$ cat config.mk
export PLATFORM = sky130hd
export DESIGN_NAME = ooo_execute
export DESIGN_NICKNAME = d
export VERILOG_FILES = /design/src/source/exec_pkg.sv /design/src/source/exec_ifs.sv /design/src/source/ooo_execute.sv /design/src/source/commit_latch.sv /design/src/source/branch_resolve.sv /design/src/source/mult_pipe.sv /design/src/source/arith_unit.sv
export SDC_FILE = /design/constraint.sdc
export NUM_CORES = 2
export LEC_CHECK = 0
export BUFFER_PORTS_ARGS = -buffer_cell sky130_fd_sc_hd__clkbuf_2
export CAP_MARGIN = 20
export CORE_ASPECT_RATIO = 0.8
export CORE_MARGIN = 10
export CORE_UTILIZATION = 35
export CTS_CLUSTER_SIZE = 30
export DETAILED_ROUTE_END_ITERATION = 6
export GPL_ROUTABILITY_DRIVEN = 0
export PLACE_DENSITY_LB_ADDON = 0.3
export SYNTH_ARGS = -nofsm -noshare
export SYNTH_HDL_FRONTEND = slang
export SYNTH_SLANG_ARGS = --single-unit
export TNS_END_PERCENT = 20
$ cat constraint.sdc
create_clock -name CLK -period 1.8 [get_ports CLK]
set_input_delay 0.36 -clock CLK [delete_from_list [all_inputs] [get_ports CLK]]
set_output_delay 0.36 -clock CLK [all_outputs]
set_load 0.05 [all_outputs]
$ cat src/source/exec_pkg.sv
// ================================================
// Execute stage shared definitions
// Data word, register tag and opcode types
// ================================================
`default_nettype none

package exec_pkg;

  parameter int WORD_W     = 32;
  parameter int REG_IDX_W  = 5;
  parameter int CB_INDEX_W = 3;

  typedef logic [WORD_W-1:0]     word_t;
  typedef logic [REG_IDX_W-1:0]  reg_idx_t;
  typedef logic [CB_INDEX_W-1:0] cb_index_t;

  // Target unit of an issued instruction
  typedef enum logic [1:0] {
    ARITH  = 2'd0,
    MULT   = 2'd1,
    BRANCH = 2'd2,
    JUMP   = 2'd3
  } exec_unit_e;

  typedef enum logic [3:0] {
    ADD  = 4'd0,
    SUB  = 4'd1,
    AND  = 4'd2,
    OR   = 4'd3,
    XOR  = 4'd4,
    SLL  = 4'd5,
    SRL  = 4'd6,
    SRA  = 4'd7,
    SLT  = 4'd8,
    SLTU = 4'd9
  } alu_op_e;

  // High word variants differ only in operand signedness
  typedef enum logic [1:0] {
    MUL    = 2'd0,
    MULH   = 2'd1,
    MULHSU = 2'd2,
    MULHU  = 2'd3
  } mult_op_e;

  typedef enum logic [2:0] {
    BEQ  = 3'd0,
    BNE  = 3'd1,
    BLT  = 3'd2,
    BGE  = 3'd3,
    BLTU = 3'd4,
    BGEU = 3'd5
  } br_cond_e;

endpackage

`default_nettype wire
$ cat src/source/exec_ifs.sv
// ================================================
// Execute stage result interfaces
// Writeback group and branch/jump outcome group
// ================================================
`default_nettype none

// Fields are valid in the cycle where wen is high
interface wb_if;
  import exec_pkg::*;

  logic      wen;
  word_t     wdata;
  reg_idx_t  reg_rd;
  cb_index_t index;

  modport producer (output wen, wdata, reg_rd, index);
  modport latch    (input  wen, wdata, reg_rd, index);
endinterface

// Branch fields qualified by br_valid, jump fields by jmp_valid
interface br_if;
  import exec_pkg::*;

  logic  br_valid;
  logic  taken;
  logic  mispredict;
  word_t resolved_addr;
  logic  jmp_valid;
  word_t jmp_addr;

  modport producer (output br_valid, taken, mispredict, resolved_addr, jmp_valid, jmp_addr);
  modport latch    (input  br_valid, taken, mispredict, resolved_addr, jmp_valid, jmp_addr);
endinterface

`default_nettype wire

$ cat src/source/ooo_execute.sv
// ================================================
// Out-of-order execute stage
// ALU, multiplier and branch units feeding the commit latch
// ================================================
`default_nettype none

module ooo_execute #(
  parameter int MULT_STAGES = 3
) (
  input  logic                 CLK,
  input  logic                 nRST,
  input  logic                 issue,
  input  exec_pkg::exec_unit_e unit,
  input  exec_pkg::alu_op_e    alu_op,
  input  exec_pkg::mult_op_e   mult_op,
  input  exec_pkg::br_cond_e   br_cond,
  input  exec_pkg::word_t      port_a,
  input  exec_pkg::word_t      port_b,
  input  exec_pkg::word_t      imm,
  input  exec_pkg::word_t      pc,
  input  exec_pkg::reg_idx_t   reg_rd,
  input  exec_pkg::cb_index_t  cb_index,
  input  logic                 prediction,
  input  logic                 jump_reg,
  input  logic                 flush,
  input  logic                 stall,
  output logic                 au_wen,
  output exec_pkg::word_t      au_wdata,
  output exec_pkg::reg_idx_t   au_reg_rd,
  output exec_pkg::cb_index_t  au_index,
  output logic                 mu_wen,
  output exec_pkg::word_t      mu_wdata,
  output exec_pkg::reg_idx_t   mu_reg_rd,
  output exec_pkg::cb_index_t  mu_index,
  output logic                 br_valid,
  output logic                 br_taken,
  output logic                 br_mispredict,
  output exec_pkg::word_t      br_resolved_addr,
  output logic                 jmp_valid,
  output exec_pkg::word_t      jmp_addr
);

  wb_if au_bus ();
  wb_if mu_bus ();
  br_if br_bus ();

  arith_unit arith0 (
    .issue(issue), .unit(unit), .alu_op(alu_op),
    .port_a(port_a), .port_b(port_b), .pc(pc),
    .reg_rd(reg_rd), .cb_index(cb_index), .res(au_bus.producer)
  );

  mult_pipe #(.MULT_STAGES(MULT_STAGES)) mult0 (
    .CLK(CLK), .nRST(nRST), .issue(issue), .unit(unit), .mult_op(mult_op),
    .port_a(port_a), .port_b(port_b), .reg_rd(reg_rd), .cb_index(cb_index),
    .flush(flush), .stall(stall), .res(mu_bus.producer)
  );

  branch_resolve bres0 (
    .issue(issue), .unit(unit), .br_cond(br_cond),
    .port_a(port_a), .port_b(port_b), .imm(imm), .pc(pc),
    .prediction(prediction), .jump_reg(jump_reg), .res(br_bus.producer)
  );

  commit_latch latch0 (
    .CLK(CLK), .nRST(nRST), .flush(flush), .stall(stall),
    .au(au_bus.latch), .mu(mu_bus.latch), .br(br_bus.latch),
    .au_wen(au_wen), .au_wdata(au_wdata), .au_reg_rd(au_reg_rd), .au_index(au_index),
    .mu_wen(mu_wen), .mu_wdata(mu_wdata), .mu_reg_rd(mu_reg_rd), .mu_index(mu_index),
    .br_valid(br_valid), .br_taken(br_taken), .br_mispredict(br_mispredict),
    .br_resolved_addr(br_resolved_addr),
    .jmp_valid(jmp_valid), .jmp_addr(jmp_addr)
  );

endmodule

`default_nettype wire

$ cat src/source/commit_latch.sv
// ================================================
// Execute to commit latch
// Registers all results, with flush and stall control
// ================================================
`default_nettype none

module commit_latch (
  input  logic                CLK,
  input  logic                nRST,
  input  logic                flush,
  input  logic                stall,
  wb_if.latch                 au,
  wb_if.latch                 mu,
  br_if.latch                 br,
  output logic                au_wen,
  output exec_pkg::word_t     au_wdata,
  output exec_pkg::reg_idx_t  au_reg_rd,
  output exec_pkg::cb_index_t au_index,
  output logic                mu_wen,
  output exec_pkg::word_t     mu_wdata,
  output exec_pkg::reg_idx_t  mu_reg_rd,
  output exec_pkg::cb_index_t mu_index,
  output logic                br_valid,
  output logic                br_taken,
  output logic                br_mispredict,
  output exec_pkg::word_t     br_resolved_addr,
  output logic                jmp_valid,
  output exec_pkg::word_t     jmp_addr
);

  // Priority is reset, flush, stall, then load
  always_ff @(posedge CLK, negedge nRST) begin
    if (!nRST) begin
      au_wen           <= 1'b0;
      au_wdata         <= '0;
      au_reg_rd        <= '0;
      au_index         <= '0;
      mu_wen           <= 1'b0;
      mu_wdata         <= '0;
      mu_reg_rd        <= '0;
      mu_index         <= '0;
      br_valid         <= 1'b0;
      br_taken         <= 1'b0;
      br_mispredict    <= 1'b0;
      br_resolved_addr <= '0;
      jmp_valid        <= 1'b0;
      jmp_addr         <= '0;
    end else if (flush) begin
      // Only the qualifiers drop, payload is left as is
      au_wen    <= 1'b0;
      mu_wen    <= 1'b0;
      br_valid  <= 1'b0;
      jmp_valid <= 1'b0;
    end else if (!stall) begin
      au_wen           <= au.wen;
      au_wdata         <= au.wdata;
      au_reg_rd        <= au.reg_rd;
      au_index         <= au.index;
      mu_wen           <= mu.wen;
      mu_wdata         <= mu.wdata;
      mu_reg_rd        <= mu.reg_rd;
      mu_index         <= mu.index;
      br_valid         <= br.br_valid;
      br_taken         <= br.taken;
      br_mispredict    <= br.mispredict;
      br_resolved_addr <= br.resolved_addr;
      jmp_valid        <= br.jmp_valid;
      jmp_addr         <= br.jmp_addr;
    end
  end

endmodule

`default_nettype wire

$ cat src/source/branch_resolve.sv
// ================================================
// Branch and jump resolution
// Condition check, target address and mispredict flag
// ================================================
`default_nettype none

module branch_resolve (
  input  logic                 issue,
  input  exec_pkg::exec_unit_e unit,
  input  exec_pkg::br_cond_e   br_cond,
  input  exec_pkg::word_t      port_a,
  input  exec_pkg::word_t      port_b,
  input  exec_pkg::word_t      imm,
  input  exec_pkg::word_t      pc,
  input  logic                 prediction,
  input  logic                 jump_reg,
  br_if.producer               res
);
  import exec_pkg::*;

  logic  taken;
  word_t pc4;
  word_t pc_target;
  word_t reg_target;

  always_comb begin
    case (br_cond)
      BEQ:     taken = (port_a == port_b);
      BNE:     taken = (port_a != port_b);
      BLT:     taken = ($signed(port_a) < $signed(port_b));
      BGE:     taken = ($signed(port_a) >= $signed(port_b));
      BLTU:    taken = (port_a < port_b);
      BGEU:    taken = (port_a >= port_b);
      default: taken = 1'b0;
    endcase
  end

  assign pc4        = pc + word_t'(4);
  assign pc_target  = pc + imm;
  assign reg_target = port_a + imm;

  // Fall through to pc + 4 when not taken
  assign res.br_valid      = issue && (unit == BRANCH);
  assign res.taken         = taken;
  assign res.mispredict    = (prediction != taken);
  assign res.resolved_addr = taken ? pc_target : pc4;

  // Register-relative jumps drop bit 0 of the sum
  assign res.jmp_valid = issue && (unit == JUMP);
  assign res.jmp_addr  = jump_reg ? {reg_target[WORD_W-1:1], 1'b0} : pc_target;

endmodule

`default_nettype wire

$ cat src/source/mult_pipe.sv
// ================================================
// Pipelined multiplier
// Product and destination tags move through the stages together
// ================================================
`default_nettype none

module mult_pipe #(
  parameter int MULT_STAGES = 3
) (
  input  logic                 CLK,
  input  logic                 nRST,
  input  logic                 issue,
  input  exec_pkg::exec_unit_e unit,
  input  exec_pkg::mult_op_e   mult_op,
  input  exec_pkg::word_t      port_a,
  input  exec_pkg::word_t      port_b,
  input  exec_pkg::reg_idx_t   reg_rd,
  input  exec_pkg::cb_index_t  cb_index,
  input  logic                 flush,
  input  logic                 stall,
  wb_if.producer               res
);
  import exec_pkg::*;

  localparam int LAST = MULT_STAGES - 1;

  logic                     a_signed;
  logic                     b_signed;
  logic [WORD_W:0]          a_ext;
  logic [WORD_W:0]          b_ext;
  logic signed [2*WORD_W+1:0] full_product;
  logic                     load;

  logic [MULT_STAGES-1:0]   valid_q;
  logic [2*WORD_W-1:0]      prod_q [MULT_STAGES];
  mult_op_e                 op_q   [MULT_STAGES];
  reg_idx_t                 rd_q   [MULT_STAGES];
  cb_index_t                idx_q  [MULT_STAGES];

  // One extra bit per operand covers all signedness cases
  assign a_signed     = (mult_op == MULH) || (mult_op == MULHSU);
  assign b_signed     = (mult_op == MULH);
  assign a_ext        = {a_signed & port_a[WORD_W-1], port_a};
  assign b_ext        = {b_signed & port_b[WORD_W-1], port_b};
  assign full_product = $signed(a_ext) * $signed(b_ext);
  assign load         = issue && (unit == MULT);

  always_ff @(posedge CLK, negedge nRST) begin
    if (!nRST) begin
      valid_q <= '0;
      for (int i = 0; i < MULT_STAGES; i++) begin
        prod_q[i] <= '0;
        op_q[i]   <= MUL;
        rd_q[i]   <= '0;
        idx_q[i]  <= '0;
      end
    end else if (flush) begin
      valid_q <= '0;
    end else if (!stall) begin
      valid_q[0] <= load;
      prod_q[0]  <= full_product[2*WORD_W-1:0];
      op_q[0]    <= mult_op;
      rd_q[0]    <= reg_rd;
      idx_q[0]   <= cb_index;
      for (int i = 1; i < MULT_STAGES; i++) begin
        valid_q[i] <= valid_q[i-1];
        prod_q[i]  <= prod_q[i-1];
        op_q[i]    <= op_q[i-1];
        rd_q[i]    <= rd_q[i-1];
        idx_q[i]   <= idx_q[i-1];
      end
    end
  end

  // Low word for MUL, high word for the MULH variants
  assign res.wen    = valid_q[LAST];
  assign res.wdata  = (op_q[LAST] == MUL) ? prod_q[LAST][WORD_W-1:0]
                                          : prod_q[LAST][2*WORD_W-1:WORD_W];
  assign res.reg_rd = rd_q[LAST];
  assign res.index  = idx_q[LAST];

endmodule

`default_nettype wire

$ cat src/source/arith_unit.sv
// ================================================
// Arithmetic unit
// Single-cycle ALU, also produces the jump link value
// ================================================
`default_nettype none

module arith_unit (
  input  logic                 issue,
  input  exec_pkg::exec_unit_e unit,
  input  exec_pkg::alu_op_e    alu_op,
  input  exec_pkg::word_t      port_a,
  input  exec_pkg::word_t      port_b,
  input  exec_pkg::word_t      pc,
  input  exec_pkg::reg_idx_t   reg_rd,
  input  exec_pkg::cb_index_t  cb_index,
  wb_if.producer               res
);
  import exec_pkg::*;

  word_t      alu_result;
  logic [4:0] shamt;

  // RV32 shifts only look at the low 5 bits
  assign shamt = port_b[4:0];

  always_comb begin
    case (alu_op)
      ADD:     alu_result = port_a + port_b;
      SUB:     alu_result = port_a - port_b;
      AND:     alu_result = port_a & port_b;
      OR:      alu_result = port_a | port_b;
      XOR:     alu_result = port_a ^ port_b;
      SLL:     alu_result = port_a << shamt;
      SRL:     alu_result = port_a >> shamt;
      SRA:     alu_result = $signed(port_a) >>> shamt;
      SLT:     alu_result = {{(WORD_W-1){1'b0}}, $signed(port_a) < $signed(port_b)};
      SLTU:    alu_result = {{(WORD_W-1){1'b0}}, port_a < port_b};
      default: alu_result = '0;
    endcase
  end

  // Jumps write the return address instead of an ALU result
  assign res.wen    = issue && ((unit == ARITH) || (unit == JUMP));
  assign res.wdata  = (unit == JUMP) ? pc + word_t'(4) : alu_result;
  assign res.reg_rd = reg_rd;
  assign res.index  = cb_index;

endmodule

`default_nettype wire

==> metrics.cfg <==
[routing]
wl_per_cell_um = 23.7
drt-vias-per-instance = 5.30
dr.first_iter.drc_count = 6603
wirelength_um = 270000
drtAntennaViolNets = 0
dr_total_vias = 60600
drc = 133
dr.pass1.iters = 7

[worst_setup_path]
critPathMostFrequentCell = fa_1
critPathArrivalTime_ns = 7.84
crit_required_ns = 2.25
r2r_start = mult0.op_q[1]
crit_path_max_incr_delay_ns = 0.60
cpMaxStageDelayCell = fa_2
cp_max_fo = 7
critPathCaptureType = flip-flop
worstRegToRegCells = 4
r2r_slack_ns = 0.35
r2r_end = latch0.mu_wdata[31]
cp-start-kind = primary input
critPathKind = in2reg

[global_route]
groute.usage.overall_pct = 26.5
overflow = 0
grt_max_degree = 90
grt_pass1_wl_um = 403000
antenna_found_initial = 17
grt_pass1_vias = 62300

[timing]
worst_slack_ns = -5.59
tightest_slew_ns = 1.07
finalCritPeriodShare_pct = 411
slew_headroom_pct = 28.6
slew_viol_final = 0
setup-violations-final = 155
fmax_mhz = 135
fin_setup_tns_ns = -414.31
rsz0062_at_grt = true
hold_viol = 0
period_needed_ns = 7.39
fin_skew_ns = 0.0417

[logic_synthesis]
syn_nets = 9159
post_synth.cell_area_avg_um2 = 8.50
yosys_warnings = 0
synth_cells = 7501
ys_types = 96
syn-cell-area_um2 = 63800
async_flop_share_pct = 100
synth.ff_latch_count = 367
synth_flop_cell = dfrtp_1
synth-edff-count = 0
synth-seq-area-share_pct = 14.4

[min_path]
hp-class = in2reg
min-delay-start = mult_op[0]
holdPathStages = 3
min_to = mult0.op_q[4]

[die]
dieArea_um2 = 200000
die_x_um = 497
die-height_um = 402
io-pin-count = 304
core_um2 = 182000
initial_core_util_pct = 35.1
rows = 140

[outcome]
violations = DRC, setup timing
status = finished, violations left

[cells_and_area]
final_util_pct = 47.0
drive_above_1_share_pct = 27.9
mostFrequentLayoutCell = nand2_1
nFillCells = 17300
final_cell_mix = nand2_1 (1,583), buf_4 (1,278), inv_1 (1,208)
nets = 10600
fin_area_um2 = 85300
syn2layout_area_growth_pct = 33.8

[clock_tree]
cts-root-buf = clkbuf_16
cts_buffers = 43
cts_tree = done
insertion_delay_ns = 0.61
path_clk_slew_ns = 0.06
clk_path_buf_depth = 3
cts_sinks = 367
htree_levels = 2

[job]
cap_viol_max_count = 0

[placed_design]
hpwl_um = 229000
dpl_cell_area_um2 = 79300
port_buffers = 303
dp_worst_setup_slack_ns = -6.48

state kept, by name (all words and copies together) (netlist names), 3 cells and up:
signal / flops
latch0.mu_wdata: 32
mult0.valid_q: 3
latch0.jmp_addr: 32
latch0.mu_index: 3
mult0.rd_q: 10
mult0.res.reg_rd: 5
latch0.br_resolved_addr: 32
mult0.op_q: 6
mult0.res.index: 3
mult0.idx_q: 3
latch0.au_wdata: 32
latch0.au_index: 3
latch0.mu_reg_rd: 5
mult0.prod_q: 192
synthesized netlist by cell type (29+ instances only):
master / count / area [µm²]
nor2_1: 580 / 2180
a211oi_1: 33 / 248
and3_1: 33 / 206
nand2_1: 1610 / 6040
o211ai_1: 29 / 218
nor3_1: 81 / 405
a31oi_1: 39 / 244
a221oi_1: 32 / 280
mux4_2: 49 / 1100
clkbuf_1: 286 / 1070
xor2_1: 50 / 438
ha_1: 375 / 4690
dfrtp_1: 367 / 9180
buf_1: 106 / 398
xnor2_1: 127 / 1110
mux2i_1: 111 / 1110
nand3_1: 80 / 400
inv_1: 1279 / 4800
fa_1: 1129 / 22600
o21ai_0: 275 / 1380
a21oi_1: 239 / 1200
buf_2: 29 / 145
a21o_1: 62 / 465
worst max path at each step:
stage | startpoint | endpoint | cells after the start
global route | mult_op[1] | mult0.prod_q[190] | 31
detailed placement | mult_op[1] | mult0.prod_q[190] | 31
floorplan | mult_op[1] | mult0.prod_q[186] | 32
CTS | mult_op[1] | mult0.prod_q[188] | 30
finish | mult_op[1] | mult0.prod_q[179] | 30
global placement | port_a[24] | mult0.prod_q[190] | 26
layer usage:
metal / global-route usage, % / part of all wire (%)
met5: 0.215 / 0.053
met3: 10.2 / 13
met1: 35.8 / 41
met2: 37.6 / 41
met4: 11.1 / 5.4
per-stage QoR:
step / instances / hold slack (ns)
floorplan: 7501 / 0.0644
global placement: 11200 / 0.298
detailed placement: 11200 / 0.298
CTS: 11400 / 0.00733
global route: 11400 / 0.0415
finish: 11400 / 0.0306
critical path: cells and delay by family:
| family | cells | cell delay [ns] |
|---|---|---|
| mux | 1 | 0.19 |
| fa+ha+maj | 10 | 4.76 |
| buf+inv | 10 | 0.80 |
| simple gates | 4 | 0.84 |
| compound gates | 5 | 0.84 |
kinds of logic after synthesis:
kind of cell | after synthesis | share of synthesized area (%)
muxes | 170 | 3.65
adders and majority gates | 1504 | 42.8
xor gates and xnor gates | 177 | 2.43
buffers and inverters | 1750 | 10.5
and+or+nand+nor | 2552 | 16.3
AOI/OAI and AO/OA | 981 | 9.97
DFF | 367 | 14.4
cell type report:
cell class | count | area [µm²] | share of cell area (%)
Clock inverter | 20 | 259 | 0.304
Timing Repair Buffer | 1855 | 15900 | 18.6
Sequential cell | 367 | 9180 | 10.8
Multi-Input combinational cell | 5384 | 50700 | 59.4
Inverter | 1315 | 5040 | 5.91
Antenna cell | 8 | 20.0 | 0.0235
Tap cell | 2414 | 3020 | 3.54
Clock buffer | 57 | 1200 | 1.40
timing repair:
action | 4_1_cts | 5_1_grt
resized for setup | 467 | 333
hold buffers | 10 | 0
pin swaps | 173 | 151
setup endpoints to repair | 158 | 157
setup buffers | 71 | 53
cloned | 2 | 0
endpoints found under the hold margin | 22 | 0
Power is left out: the tool's default activity adds up to more than one toggle a clock period on the data nets, which glitch-free logic cannot reach.
